### src/hdl/miniCpuPkg.sv
`default_nettype none

package miniCpuPkg;

    //////////////////////////////////////////////////
    // widths
    //////////////////////////////////////////////////
    localparam int DataWidth = 16;
    localparam int AddrWidth = 4;
    localparam int ImmWidth  = 6;
    localparam int MaxDigits = 8;   // size of the digit array in a work record

    typedef enum logic [2:0] {
        OpLoad    = 3'd0,
        OpAdd     = 3'd1,
        OpAddi    = 3'd2,
        OpSub     = 3'd3,
        OpSubi    = 3'd4,
        OpMul     = 3'd5,
        OpClear   = 3'd6,
        OpDisplay = 3'd7
    } opcodeT;

    // same seven switches, read as a third address or as an immediate
    typedef struct packed {
        logic [AddrWidth-1:0] addr3;
        logic [2:0]           unused;
    } regFormT;

    typedef struct packed {
        logic                immSign;   // set means negative
        logic [ImmWidth-1:0] immMag;
    } immFormT;

    typedef union packed {
        regFormT regForm;
        immFormT immForm;
    } operandU;

    typedef struct packed {
        opcodeT               opcode;
        logic [AddrWidth-1:0] addr1;
        logic [AddrWidth-1:0] addr2;
        operandU              operand;
    } instrT;

    typedef struct packed {
        logic [DataWidth-1:0]          magnitude;   // not yet converted part
        logic [MaxDigits-1:0][3:0]     digits;      // entry 0 is the units digit
        logic                          negative;
        logic                          blank;       // CLEAR shows spaces
    } digitWorkT;

    typedef struct packed {
        logic       rs;     // 0 command, 1 character
        logic [7:0] data;
    } lcdByteT;

    //////////////////////////////////////////////////
    // LCD codes
    //////////////////////////////////////////////////
    localparam logic [7:0] LcdLineTwo = 8'hC0;
    localparam logic [7:0] AsciiZero  = 8'h30;
    localparam logic [7:0] AsciiSpace = 8'h20;
    localparam logic [7:0] AsciiPlus  = 8'h2B;
    localparam logic [7:0] AsciiMinus = 8'h2D;

endpackage

`default_nettype wire
### src/hdl/miniCpuTop.sv
`timescale 1ns/1ns
`default_nettype none

module miniCpuTop
    import miniCpuPkg::*;
#(
    parameter int NumDigits = 5   // 5 up to MaxDigits
)
(
    input  logic                        clk,
    input  logic                        reset,
    input  instrT                       instr,
    input  logic                        instrValid,
    output logic                        instrReady,
    output logic signed [DataWidth-1:0] result,
    output lcdByteT                     lcdByte,
    output logic                        lcdValid,
    input  logic                        lcdReady
);

    // link 0 leaves the executor, link NumDigits enters the serializer
    digitWorkT stageWork  [NumDigits+1];
    logic      stageValid [NumDigits+1];
    logic      stageReady [NumDigits+1];

    instrExecutor i_instrExecutor (
        .clk        (clk),
        .reset      (reset),
        .instr      (instr),
        .instrValid (instrValid),
        .instrReady (instrReady),
        .result     (result),
        .workOut    (stageWork[0]),
        .workValid  (stageValid[0]),
        .workReady  (stageReady[0])
    );

    //////////////////////////////////////////////////
    // decimal conversion, one digit per stage
    //////////////////////////////////////////////////
    for (genvar s = 0; s < NumDigits; s++) begin : g_digit
        digitStage #(
            .StageIndex (s)
        ) i_digitStage (
            .clk      (clk),
            .reset    (reset),
            .workIn   (stageWork[s]),
            .inValid  (stageValid[s]),
            .inReady  (stageReady[s]),
            .workOut  (stageWork[s+1]),
            .outValid (stageValid[s+1]),
            .outReady (stageReady[s+1])
        );
    end

    lcdTextSerializer #(
        .NumDigits (NumDigits)
    ) i_lcdTextSerializer (
        .clk      (clk),
        .reset    (reset),
        .workIn   (stageWork[NumDigits]),
        .inValid  (stageValid[NumDigits]),
        .inReady  (stageReady[NumDigits]),
        .lcdByte  (lcdByte),
        .lcdValid (lcdValid),
        .lcdReady (lcdReady)
    );

endmodule

`default_nettype wire

### src/hdl/lcdTextSerializer.sv
`timescale 1ns/1ns
`default_nettype none

module lcdTextSerializer
    import miniCpuPkg::*;
#(
    parameter int NumDigits = 5
)
(
    input  logic      clk,
    input  logic      reset,
    input  digitWorkT workIn,
    input  logic      inValid,
    output logic      inReady,
    output lcdByteT   lcdByte,
    output logic      lcdValid,
    input  logic      lcdReady
);

    localparam int CountWidth = $clog2(NumDigits + 2);
    localparam int IdxWidth   = $clog2(MaxDigits);
    localparam int LastByte   = NumDigits + 1;   // command, sign, digits

    logic                  busy;
    digitWorkT             record;
    logic [CountWidth-1:0] byteCount;
    logic [IdxWidth-1:0]   digitIdx;
    logic [3:0]            digit;

    assign inReady  = !busy;
    assign lcdValid = busy;

    // byte 2 carries the most significant digit
    assign digitIdx = IdxWidth'(LastByte - int'(byteCount));
    assign digit    = record.digits[digitIdx];

    always_comb begin
        lcdByte.rs = 1'b1;
        if (byteCount == '0) begin
            lcdByte.rs   = 1'b0;
            lcdByte.data = LcdLineTwo;
        end else if (record.blank) begin
            lcdByte.data = AsciiSpace;
        end else if (byteCount == CountWidth'(1)) begin
            lcdByte.data = record.negative ? AsciiMinus : AsciiPlus;
        end else begin
            lcdByte.data = AsciiZero + {4'b0, digit};
        end
    end

    always_ff @(posedge clk) begin
        if (reset) begin
            busy      <= 1'b0;
            byteCount <= '0;
        end else if (!busy) begin
            busy      <= inValid;
            byteCount <= '0;
        end else if (lcdReady) begin
            if (byteCount == CountWidth'(LastByte)) begin
                busy <= 1'b0;   // last byte gone
            end
            byteCount <= byteCount + 1'b1;
        end
    end

    always_ff @(posedge clk) begin
        if (inValid && inReady) begin
            record <= workIn;
        end
    end

    assert property (@(posedge clk) disable iff (reset)
        lcdValid && !lcdReady |=> lcdValid && $stable(lcdByte))
        else $error("LCD byte changed while stalled");

endmodule

`default_nettype wire

### src/hdl/digitStage.sv
`timescale 1ns/1ns
`default_nettype none

module digitStage
    import miniCpuPkg::*;
#(
    parameter int StageIndex = 0   // 0 gives the units digit
)
(
    input  logic      clk,
    input  logic      reset,
    input  digitWorkT workIn,
    input  logic      inValid,
    output logic      inReady,
    output digitWorkT workOut,
    output logic      outValid,
    input  logic      outReady
);

    logic                 accept;
    logic [DataWidth-1:0] quotient;
    logic [3:0]           remainder;

    assign inReady = !outValid || outReady;
    assign accept  = inValid && inReady;

    assign quotient  = workIn.magnitude / 10;
    assign remainder = 4'(workIn.magnitude - quotient * 10);   // what the quotient leaves

    always_ff @(posedge clk) begin
        if (reset) begin
            outValid <= 1'b0;
        end else if (accept) begin
            outValid <= 1'b1;
        end else if (outReady) begin
            outValid <= 1'b0;
        end
    end

    always_ff @(posedge clk) begin
        if (accept) begin
            workOut                    <= workIn;   // sign, blank, earlier digits
            workOut.magnitude          <= quotient;
            workOut.digits[StageIndex] <= remainder;
        end
    end

    assert property (@(posedge clk) disable iff (reset)
        outValid |-> workOut.digits[StageIndex] < 4'd10)
        else $error("digit stage %0d holds a digit above nine", StageIndex);

endmodule

`default_nettype wire

### src/hdl/instrExecutor.sv
`timescale 1ns/1ns
`default_nettype none

module instrExecutor
    import miniCpuPkg::*;
(
    input  logic                        clk,
    input  logic                        reset,
    input  instrT                       instr,
    input  logic                        instrValid,
    output logic                        instrReady,
    output logic signed [DataWidth-1:0] result,
    output digitWorkT                   workOut,
    output logic                        workValid,
    input  logic                        workReady
);

    logic                          accept;
    logic [AddrWidth-1:0]          rdAddrA;
    logic signed [DataWidth-1:0]   rdDataA;
    logic signed [DataWidth-1:0]   rdDataB;
    logic signed [DataWidth-1:0]   immExt;
    logic signed [DataWidth-1:0]   imm;
    logic signed [2*DataWidth-1:0] product;
    logic signed [DataWidth-1:0]   aluOut;
    logic signed [DataWidth-1:0]   negOut;
    logic                          writeOp;
    digitWorkT                     nextWork;

    assign instrReady = !workValid || workReady;   // slot free or draining now
    assign accept     = instrValid && instrReady;

    // DISPLAY reads addr1, everything else reads addr2
    assign rdAddrA = (instr.opcode == OpDisplay) ? instr.addr1 : instr.addr2;

    registerFile i_registerFile (
        .clk      (clk),
        .reset    (reset),
        .rdAddrA  (rdAddrA),
        .rdAddrB  (instr.operand.regForm.addr3),
        .rdDataA  (rdDataA),
        .rdDataB  (rdDataB),
        .wrEn     (accept && writeOp),
        .wrAddr   (instr.addr1),
        .wrData   (aluOut),
        .clearAll (accept && instr.opcode == OpClear)
    );

    //////////////////////////////////////////////////
    // immediate and ALU
    //////////////////////////////////////////////////
    assign immExt  = {{(DataWidth-ImmWidth){1'b0}}, instr.operand.immForm.immMag};
    assign imm     = instr.operand.immForm.immSign ? -immExt : immExt;
    assign product = rdDataA * imm;

    always_comb begin
        writeOp = 1'b1;
        case (instr.opcode)
            OpLoad:  aluOut = imm;
            OpAdd:   aluOut = rdDataA + rdDataB;
            OpAddi:  aluOut = rdDataA + imm;
            OpSub:   aluOut = rdDataA - rdDataB;
            OpSubi:  aluOut = rdDataA - imm;
            OpMul:   aluOut = product[DataWidth-1:0];   // wraps
            OpClear: begin
                aluOut  = '0;
                writeOp = 1'b0;
            end
            default: begin   // DISPLAY
                aluOut  = rdDataA;
                writeOp = 1'b0;
            end
        endcase
    end

    // -32768 negates to itself, which reads as 32768 unsigned
    assign negOut             = -aluOut;
    assign nextWork.magnitude = (aluOut < 0) ? negOut : aluOut;
    assign nextWork.digits    = '0;
    assign nextWork.negative  = aluOut < 0;
    assign nextWork.blank     = instr.opcode == OpClear;

    always_ff @(posedge clk) begin
        if (reset) begin
            workValid <= 1'b0;
            result    <= '0;
        end else if (accept) begin
            workValid <= 1'b1;
            result    <= aluOut;
        end else if (workReady) begin
            workValid <= 1'b0;
        end
    end

    always_ff @(posedge clk) begin
        if (accept) begin
            workOut <= nextWork;
        end
    end

endmodule

`default_nettype wire

### src/hdl/registerFile.sv
`timescale 1ns/1ns
`default_nettype none

module registerFile
    import miniCpuPkg::*;
(
    input  logic                        clk,
    input  logic                        reset,
    input  logic [AddrWidth-1:0]        rdAddrA,
    input  logic [AddrWidth-1:0]        rdAddrB,
    output logic signed [DataWidth-1:0] rdDataA,
    output logic signed [DataWidth-1:0] rdDataB,
    input  logic                        wrEn,
    input  logic [AddrWidth-1:0]        wrAddr,
    input  logic signed [DataWidth-1:0] wrData,
    input  logic                        clearAll
);

    logic signed [DataWidth-1:0] regs [2**AddrWidth];

    // reads are combinational so a new instruction sees the last write
    assign rdDataA = regs[rdAddrA];
    assign rdDataB = regs[rdAddrB];

    always_ff @(posedge clk) begin
        if (reset || clearAll) begin
            for (int i = 0; i < 2**AddrWidth; i++) begin
                regs[i] <= '0;
            end
        end else if (wrEn) begin
            regs[wrAddr] <= wrData;
        end
    end

    // the executor decodes these from one opcode
    assert property (@(posedge clk) disable iff (reset) !(wrEn && clearAll))
        else $error("register write and clear in the same cycle");

endmodule

`default_nettype wire

### config.mk
export PLATFORM = sky130hd
export DESIGN_NAME = miniCpuTop
export DESIGN_NICKNAME = d
export VERILOG_FILES = /design/src/hdl/miniCpuPkg.sv /design/src/hdl/miniCpuTop.sv /design/src/hdl/lcdTextSerializer.sv /design/src/hdl/digitStage.sv /design/src/hdl/instrExecutor.sv /design/src/hdl/registerFile.sv
export SDC_FILE = /design/constraint.sdc
export NUM_CORES = 1
export LEC_CHECK = 0
export ABC_AREA = 0
export ABC_CLOCK_PERIOD_IN_PS = 28900
export CORE_MARGIN = 3
export CORE_UTILIZATION = 40
export DETAILED_ROUTE_END_ITERATION = 10
export DONT_BUFFER_PORTS = 1
export PLACE_DENSITY_LB_ADDON = 0.12
export SYNTH_ARGS = -nofsm -noshare
export SYNTH_HDL_FRONTEND = slang
export SYNTH_HIERARCHICAL = 1
export SYNTH_SLANG_ARGS = --single-unit
export TNS_END_PERCENT = 20
### constraint.sdc
create_clock -name clk -period 28.9 [get_ports clk]
set_clock_uncertainty 0.2 [all_clocks]
set_input_delay 2.89 -clock clk [delete_from_list [all_inputs] [get_ports clk]]
set_output_delay 2.89 -clock clk [all_outputs]
set_load 0.02 [all_outputs]
# Word level (Yosys, flattened, before mapping)
# Memories as Yosys holds them, arrays and structs flattened.
# Cells that the tools add are included.
[totals] regBits=200 ram_bits=256 inputBits=22 out_inout_bits=27 wordCells=155 memories=1
[op_classes] add_sub_neg=14 multipliers=6 n_div=5 magnitude_cmp=2 n_eq_ne=10 mux=35 bitwise=1 reduce_logical=33
[mem_list] name="i_instrExecutor.i_registerFile.regs" depth=16 width=16 read_ports=2 rd_ports_with_merged_regs=0 write_ports=16 line_no="registerFile.sv:19" text="logic signed [DataWidth-1:0] regs [2**AddrWidth];"
[op_table] operator="$div 16x4->32 const B" count=5
[op_table] operator="$pmux 16 s7" count=1
[op_table] operator="$mul 16x3->3 const B" count=5
[op_table] operator="$mux 16" count=3
[op_table] operator="$add 16x16->16" count=2
[op_table] operator="$sub 16x16->16" count=2
[op_table] operator="$mux 8" count=3
[op_table] operator="$mux 1" count=23
[op_table] operator="$sub 4x4->4" count=5
[op_table] operator="$lt 16x1->1 const B" count=1
[op_table] operator="$mul 16x16->16" count=1
[op_table] operator="$neg 16->16" count=1
[op_table] operator="$neg 6->16" count=1
[op_table] operator="$reduce_or 16->1" count=1
[op_table] operator="$eq 3x3->1 const B" count=5
[op_table] operator="$bmux 4 s3" count=1
[op_table] operator="$mux 4" count=3
[op_table] operator="$reduce_bool 2->1" count=5
[op_table] operator="$logic_and 1x1->1" count=9
[op_table] operator="$add 6x4->7 const A" count=1
[op_table] operator="$logic_not 1->1" count=7
[op_table] operator="$logic_or 1x1->1" count=7
[op_table] operator="$eq 3x1->1 const B" count=2
[op_table] operator="$eq 3x2->1 const B" count=2
[op_table] operator="other kinds (9)" count=10

# Logic depth before layout (Yosys ltp)
# Gate-level depths: netlist (run 1).
[depth] word_depth=14 ltp_mapped=52

# Modules after synthesis
# The synthesis (run 1) kept the hierarchy.
[modules_own_cells] mod="digitStage at g_digit[0].i_digitStage ..." n_inst=4 cells_each=605 area_per_inst_um2=5197.5
[modules_own_cells] mod="registerFile" n_inst=1 cells_each=917 area_per_inst_um2=13106.3
[modules_own_cells] mod="instrExecutor" n_inst=1 cells_each=1008 area_per_inst_um2=8076.5
[modules_own_cells] mod="digitStage at g_digit[3].i_digitStage" n_inst=1 cells_each=668 area_per_inst_um2=5333.9
[modules_own_cells] mod="lcdTextSerializer" n_inst=1 cells_each=106 area_per_inst_um2=1649.1

# Worst setup path after synthesis (run 1)
# No wires, ideal clock.
[synth_timing] path_type="input to register" start="in instr[15] (netlist bit)" end="reg i_instrExecutor/workOut[35] (netlist bit), data pin" setup_time_ps=260 arrival_time_ps=10529 t_required_ps=28440 setup_slack_ps=17911 stages=34 path_cell_list="buf_2 > and2_1 > clkbuf_1 > nand2_1 > buf_4 > mux2_2 > buf_6 > buf_6 > mux4_1 > a22oi_1 > nand2_1 > clkbuf_1 > nand2_1 > inv_1 > fa_1 > inv_1 > fa_1 > fa_1 > fa_1 > inv_1 > fa_1 > inv_1 > fa_1 > inv_1 > ha_1 > and2_1 > o21a_1 > nor3_1 > o21ai_0 > xnor2_1 > o211ai_2 > a21oi_2 > nor2_2 > mux2_4"
[synth_lines] item="start, declared" line_no="miniCpuTop.sv:12" text="input instrT instr,"
[synth_lines] item="end signal, assigned" line_no="instrExecutor.sv:97" text="workOut <= nextWork;"
[synth_lines] item="end, declared" line_no="instrExecutor.sv:13" text="output digitWorkT workOut,"

# Worst setup path in the final report (run 1)
[layout_timing] start="reg i_instrExecutor/workOut[47] (netlist bit)" end="reg g_digit[0].i_digitStage/workOut[5] (netlist bit), data pin"
[layout_via] elab_chain_len=3
[layout_rtl] item="$div 16x4->32" line_no="digitStage.sv:27" text="assign quotient = workIn.magnitude / 10;"
[layout_rtl] item="net g_digit[0].i_digitStage.quotient[0]" line_no="digitStage.sv:21" text="logic [DataWidth-1:0] quotient;"
[layout_rtl] item="$mul 16x3->3" line_no="digitStage.sv:28" text="assign remainder = 4'(workIn.magnitude - quotient * 10);"
[layout_rtl] item="$sub 4x4->4" line_no="digitStage.sv:28"
[layout_rtl] item="net g_digit[0].i_digitStage.remainder[3]" line_no="digitStage.sv:22" text="logic [3:0] remainder;"
[layout_rtl] item="end signal, assigned" line_no="digitStage.sv:42" text="workOut <= workIn;"
[layout_rtl] item="end, declared" line_no="digitStage.sv:15" text="output digitWorkT workOut,"
# The timed path passes the listed nets, and every way through them passes these cells.
# A chain may end at the register's enable or synchronous reset.

==> qor.txt, run 1 <==
======================================================================================
Maximum single-stage delay on the critical path .........................      0.87 ns
Endpoint class of the critical path .....................................    flip-flop
Worst slew pin tran .....................................................      1.35 ns
# hold bufs at CTS ......................................................            0
Relative slew margins ...................................................        0.102
Root buffer selected by CTS .............................................    clkbuf_16
HP Class ................................................................ flip-flop to flip-flop
Critical Setup Path Class ............................................... flip-flop to flip-flop
Number of standard-cell rows in the floorplan ...........................          125
Max H-tree Level ........................................................            2
Remaining number of nets flagged by the antenna check after routing .....            0
Core Region ............................................................. 117,000 um^2
Synthesis Warnings ......................................................            6
Data required time of the critical path .................................     29.07 ns
Number of slew-limit violations in the final report .....................            0
Final number of hold-violating endpoints ................................            0
Post-CTS setup-driven buffer insertion count ............................            0
CTS Sinks ...............................................................          516
Post-route setup TNS ....................................................         0 ns
Maximum number of pins on one net before global-route repair ............           69
Drt first pass iters ....................................................            7
Drt wl/cell .............................................................      22.2 um
Result of the run ....................................................... finished clean
Number of DRC markers after the initial detailed-route iteration ........        3,470
Min Clock Period, post-route ............................................     13.10 ns
Die Span Y ..............................................................       349 um
Layout overhead on the synthesized area .................................        5.83%
Launch instance of the worst register-to-register path .................. i_instrExecutor/workOut[47]
Number of buffers created by CTS ........................................           57
DRC .....................................................................            0
PwrDens .................................................................  119 nW/um^2
Average footprint of a synthesized cell .................................    9.37 um^2
Clock latency on the worst-skew pair ....................................      0.66 ns
Crit path max-delay cell type ...........................................      mux2i_1
Antenna violations before repair ........................................            1
Post-detailed-placement cell area .......................................  48,000 um^2
CTS max path bufs .......................................................            3
Final WL ................................................................   142,000 um
X dimension of the die ..................................................       349 um
Area of combinational cells with multiple inputs ........................  29,300 um^2
Startpoint of the lowest-slack hold path ................................ g_digit[3].i_digitStage/workOut[14]
Leakage power summed over all cells .....................................      17.8 nW
Global route total overflow .............................................            0
Syn Std Cell Area .......................................................  47,100 um^2
Initial Utilization .....................................................        0.405
Register-to-register path setup slack ...................................     15.80 ns
Final setup fails .......................................................            0
Sequential cell area ....................................................  15,200 um^2
Number of placed I/O pins ...............................................           49
Post-CTS Resized ........................................................            0
Cell area after layout ..................................................  49,900 um^2
Half-perimeter wire length after detailed placement .....................   101,000 um
NumNets Final ...........................................................        5,052
Max FO, Critical Path ...................................................           27
Overall die area ........................................................ 122,000 um^2
Post-detailed-route via-to-cell ratio ...................................         6.08
Data arrival at the endpoint of the critical path .......................     13.27 ns
Vias in the first global route ..........................................       37,061
Unrepaired setup endpoints after global routing .........................           no
Overall Global Routing Usage ............................................        0.228
Number of instances in the synthesized netlist ..........................        5,033
Wire length of the first global-routing pass ............................   221,000 um
TritonCTS clock tree ....................................................         done
Clock-pin slew on the worst setup and hold paths ........................      0.06 ns
Fill cell count .........................................................       11,317
Input/output buffers ....................................................            0
Top cell by count, worst path ...........................................         ha_1
Max capacitance violation total .........................................            0
Part of the cycle the worst path needs ..................................        0.453
Worst ir drop on vdd ....................................................   0.000213 V
Sort of element at the start of the critical path .......................    flip-flop
Ratio of cells with drive above 1 in the final layout ...................        0.122
F_max ...................................................................   0.0763 GHz
Weighted congestion reported at the end of routability-driven placement .        0.897
Antenna cells ...........................................................            0
Crit path launch ........................................................ i_instrExecutor/workOut[47]
Via total after detailed routing ........................................       38,994
======================================================================================
critical path, delay by kind of cell (launching register included):
kind	cells	cell delay, ns
compound gates	14	4.38
xor+xnor	2	0.25
buf+inv	1	0.07
fa+ha+maj	5	1.32
mux	1	0.87
simple gates	14	4.99
flops	1	0.72
area by class of cell:
class,instances,area share
clock inverter,39,0.00787
multi-input combinational,3921,0.587
inverter,286,0.0215
tap,1524,0.0382
timing repair buffer,63,0.00948
clock buffer,69,0.0307
sequential,516,0.305
report_power, final:
group	total [mW]	switching, mW	internal [mW]
combinational	4.21	2.67	1.55
sequential	0.977	0.0950	0.882
clock	0.747	0.321	0.426
total	5.94	3.08	2.85
state kept, by name, summed over array words and instances (netlist names):
register / flops
i_lcdTextSerializer/lcdValid: 1
i_instrExecutor/workOut: 18
g_digit.i_digitStage/outValid: 5
i_instrExecutor/workValid: 1
i_lcdTextSerializer/record: 34
i_instrExecutor/result: 16
i_instrExecutor/i_registerFile/regs: 256
i_lcdTextSerializer/byteCount: 3
g_digit.i_digitStage/workOut: 182
routing by layer:
layer  global-route usage  up-vias  part of all wire
met5                    0        -                 0
met4               0.0464        0             0.019
met3               0.0298      151             0.064
met2                0.355     1106              0.44
met1                0.338    19226              0.47
li1                     -    18511                 -
stage by stage:
step	hold WS [ns]	total power [mW]	std cells	setup slack, ns	util
final	0.190	5.94	6418	15.80	0.428
after global routing	0.194	6.43	6418	14.71	0.428
after CTS	0.191	5.91	6418	15.82	0.428
after detailed placement	0.205	5.14	6310	15.41	0.412
after global placement	0.200	5.12	6310	15.50	0.412
after floorplan	0.200	4.30	5052	17.91	-
cells in the final DEF (no fill, tap or decap), drive strengths merged, types with 35 or more instances in the layout:
cell type / n
nor2: 627
edfxtp: 490
nand2: 469
inv: 289
a21oi: 251
o21ai: 245
xnor2: 160
nor3: 156
mux4: 133
ha: 100
nand3: 100
and2: 93
fa: 85
mux2i: 81
a22oi: 78
clkbuf: 69
buf: 63
a211oi: 62
o211ai: 59
xor2: 59
o22ai: 56
or3: 55
nand2b: 53
o31ai: 53
a31oi: 52
nor2b: 51
a21o: 48
or2: 45
nand4: 44
a21boi: 43
o21a: 37
nor4: 35
worst paths after layout:
kind                                                       endpoint  depth (start not counted)
worst max-delay path             g_digit[0].i_digitStage/workOut[5]                         37
worst min-delay path            g_digit[4].i_digitStage/workOut[14]                          0
worst max register to register   g_digit[0].i_digitStage/workOut[5]                         37
worst min register to register  g_digit[4].i_digitStage/workOut[14]                          0
Note: power is estimated with default switching activity, not from simulation.
==> run 2, diff against run 1 <==
- ABC_CLOCK_PERIOD_IN_PS: 28900 -> 10800
- clock period: 28.9 -> 10.8 ns (I/O delays scaled with it)
==> run 2 against run 1 <==
Compared with the run above:
- clock power rose to 2.7 times the previous value
- sequential cell count did not move
- register-to-register slack got worse by 15 ns
- sequential share of layout area fell by 1.1 points
- critical path type unchanged
- design area rose by 3.7%
- critical path depth rose by 5
- largest power group unchanged
- via count rose by 2.4%
- highest routed layer unchanged
==> qor.txt, run 2 (synthesized netlist as in run 1, its figures left out) <==
======================================================================================
Drt first pass iters ....................................................            5
Weighted congestion reported at the end of routability-driven placement .        0.894
Antenna cells ...........................................................            0
Data required time of the critical path .................................     10.99 ns
Worst Hold Slack ........................................................     0.207 ns
TritonCTS clock tree ....................................................         done
Initial Utilization .....................................................        0.405
Relative slew margins ...................................................        0.128
Registers with the most flip-flops ...................................... i_instrExecutor/i_registerFile/regs: 256 flops, g_digit.i_digitStage/workOut: 182 flops, i_lcdTextSerializer/record: 34 flops
Drt wl/cell .............................................................      22.0 um
X dimension of the die ..................................................       349 um
Instance count along the most critical hold path ........................            0
Clock latency on the worst-skew pair ....................................      0.70 ns
Die Span Y ..............................................................       349 um
Result of the run ....................................................... finished clean
Crit path max-delay cell type ...........................................       or4b_4
CTS max path bufs .......................................................            3
Total net switching power ...............................................      8.87 mW
Number of placed I/O pins ...............................................           49
Leakage power summed over all cells .....................................      18.8 nW
Maximum number of pins on one net before global-route repair ............           69
Number of standard-cell rows in the floorplan ...........................          125
Core Region ............................................................. 117,000 um^2
Input/output buffers ....................................................            0
Post-detailed-route via-to-cell ratio ...................................         6.05
Most common cell after layout, fill and taps aside ......................       nor2_1
Post-detailed-placement cell area .......................................  49,000 um^2
Endpoint class of the critical path .....................................    flip-flop
DRC .....................................................................            0
Unrepaired setup endpoints after global routing .........................          yes
Final setup fails .......................................................            0
Overall die area ........................................................ 122,000 um^2
Largest Register ........................................................ i_instrExecutor/i_registerFile/regs
Switch share ............................................................        0.499
Number of buffers created by CTS ........................................           58
Final number of hold-violating endpoints ................................            0
Post-route setup TNS ....................................................         0 ns
Clock-pin slew on the worst setup and hold paths ........................      0.07 ns
Number of cells after detailed placement ................................        6,444
Depth of the worst register-to-register path ............................           42
Overall Global Routing Usage ............................................        0.231
Fill cell count .........................................................       11,298
PwrDens .................................................................  343 nW/um^2
Remaining number of nets flagged by the antenna check after routing .....            0
Cell area after layout ..................................................  51,800 um^2
Via total after detailed routing ........................................       39,926
Number of slew-limit violations in the final report .....................            0
Max FO, Critical Path ...................................................            8
Most frequent cells in the layout ....................................... nor2_1 (602), edfxtp_1 (490), nand2_1 (468)
Max FFs per register ....................................................          256
Ratio of cells with drive above 1 in the final layout ...................        0.162
Top cell by count, worst path ...........................................        buf_4
Non-filler instance count after layout ..................................        6,604
Data arrival at the endpoint of the critical path .......................     10.56 ns
Antenna violations before repair ........................................            3
Vias in the first global route ..........................................       37,787
Half-perimeter wire length after detailed placement .....................   103,000 um
F_max ...................................................................   0.0965 GHz
Root buffer selected by CTS .............................................    clkbuf_16
NumNets Final ...........................................................        5,239
Critical Setup Path Class ............................................... flip-flop to flip-flop
CTS Sinks ...............................................................          516
Maximum single-stage delay on the critical path .........................      0.52 ns
Sort of element at the start of the critical path .......................    flip-flop
Min Clock Period, post-route ............................................     10.37 ns
Layout overhead on the synthesized area .................................        9.77%
HP Class ................................................................ flip-flop to flip-flop
Internal power summed over all cells ....................................      8.90 mW
Worst slew pin tran .....................................................      1.30 ns
Number of DRC markers after the initial detailed-route iteration ........        3,452
Utilization after layout ................................................        0.444
Share of total power in the clock network ...............................        0.113
Global route total overflow .............................................            0
Part of the cycle the worst path needs ..................................        0.960
Gate power share ........................................................        0.745
Proportion of power drawn by flip-flops and latches .....................        0.143
Max capacitance violation total .........................................            0
Final WL ................................................................   145,000 um
Max H-tree Level ........................................................            2
Worst ir drop on vdd ....................................................   0.000518 V
Wire length of the first global-routing pass ............................   224,000 um
======================================================================================
==> run 2: changes by cell type in the layout (fill, tap and decap cells not counted), sizes merged <==
cell	before	now
o311ai	19	20
clkbuf	69	77
a21oi	251	252
or4	17	18
buf	63	245
bufinv	5	3
clkinv	29	21
clkinvlp	2	5
==> run 2: final timing paths <==
| path | slack [ns] | endpoint | startpoint |
|---|---|---|---|
| setup reg to reg | 0.43 | g_digit[0].i_digitStage/workOut[5] | i_instrExecutor/workOut[47] |
| setup / recovery | 0.43 | g_digit[0].i_digitStage/workOut[5] | i_instrExecutor/workOut[47] |
| hold / removal | 0.21 | g_digit[4].i_digitStage/workOut[15] | g_digit[3].i_digitStage/workOut[15] |
| hold reg to reg | 0.21 | g_digit[4].i_digitStage/workOut[15] | g_digit[3].i_digitStage/workOut[15] |
==> run 2: per-layer routing <==
layer  vias up  track usage  share of wire
met1     19749        0.339           0.47
li1      18891            -              -
met3       141       0.0377          0.067
met5         -            0              0
met4         0       0.0428          0.017
met2      1145        0.362           0.45
==> run 2: through the flow <==
| step | total power [mW] | setup slack, ns |
|---|---|---|
| after floorplan | 11.5 | 0.0829 |
| after global placement | 14.4 | 0.275 |
| after detailed placement | 14.4 | 0.134 |
| after CTS | 16.5 | 0.0898 |
| after global routing | 19.1 | -0.106 |
| final | 17.8 | 0.433 |
==> run 2: final cells by class <==
type	instances	area [um^2]	area share
Sequential cell	516	15200	0.294
Inverter	286	1070	0.0208
Multi-Input combinational cell	3924	29700	0.574
Tap cell	1524	1910	0.0368
Clock buffer	76	1580	0.0305
Timing Repair Buffer	246	1900	0.0368
Clock inverter	32	355	0.00687
==> run 2: timing repair <==
action / 4_1_cts / 5_1_grt
hold buffers: 0 / 0
setup buffers: 0 / 49
endpoints found under the setup margin: 0 / 15
hold endpoints to repair: 0 / 0
resized for setup: 0 / 73
==> run 2: critical path: cells and delay by family, from the launching register on <==
family	cells	cell delay [ns]
AO/OA/AOI/OAI	13	3.81
flip-flops	1	0.39
multiplexers	1	0.30
adder cells (fa/ha/maj)	6	1.50
XOR/XNOR	2	0.26
AND/OR/NAND/NOR	14	2.87
buffers and inverters	6	0.73
==> run 2: power groups by stage <==
stage / Sequential (mW) / Combinational, mW / Clock (mW)
floorplan: 2.46 / 9.05 / 0
detailed placement: 2.57 / 11.8 / 0
finish: 2.53 / 13.2 / 2.01
global route: 2.55 / 14.5 / 2.13
CTS: 2.53 / 11.9 / 2.06
global placement: 2.57 / 11.8 / 0
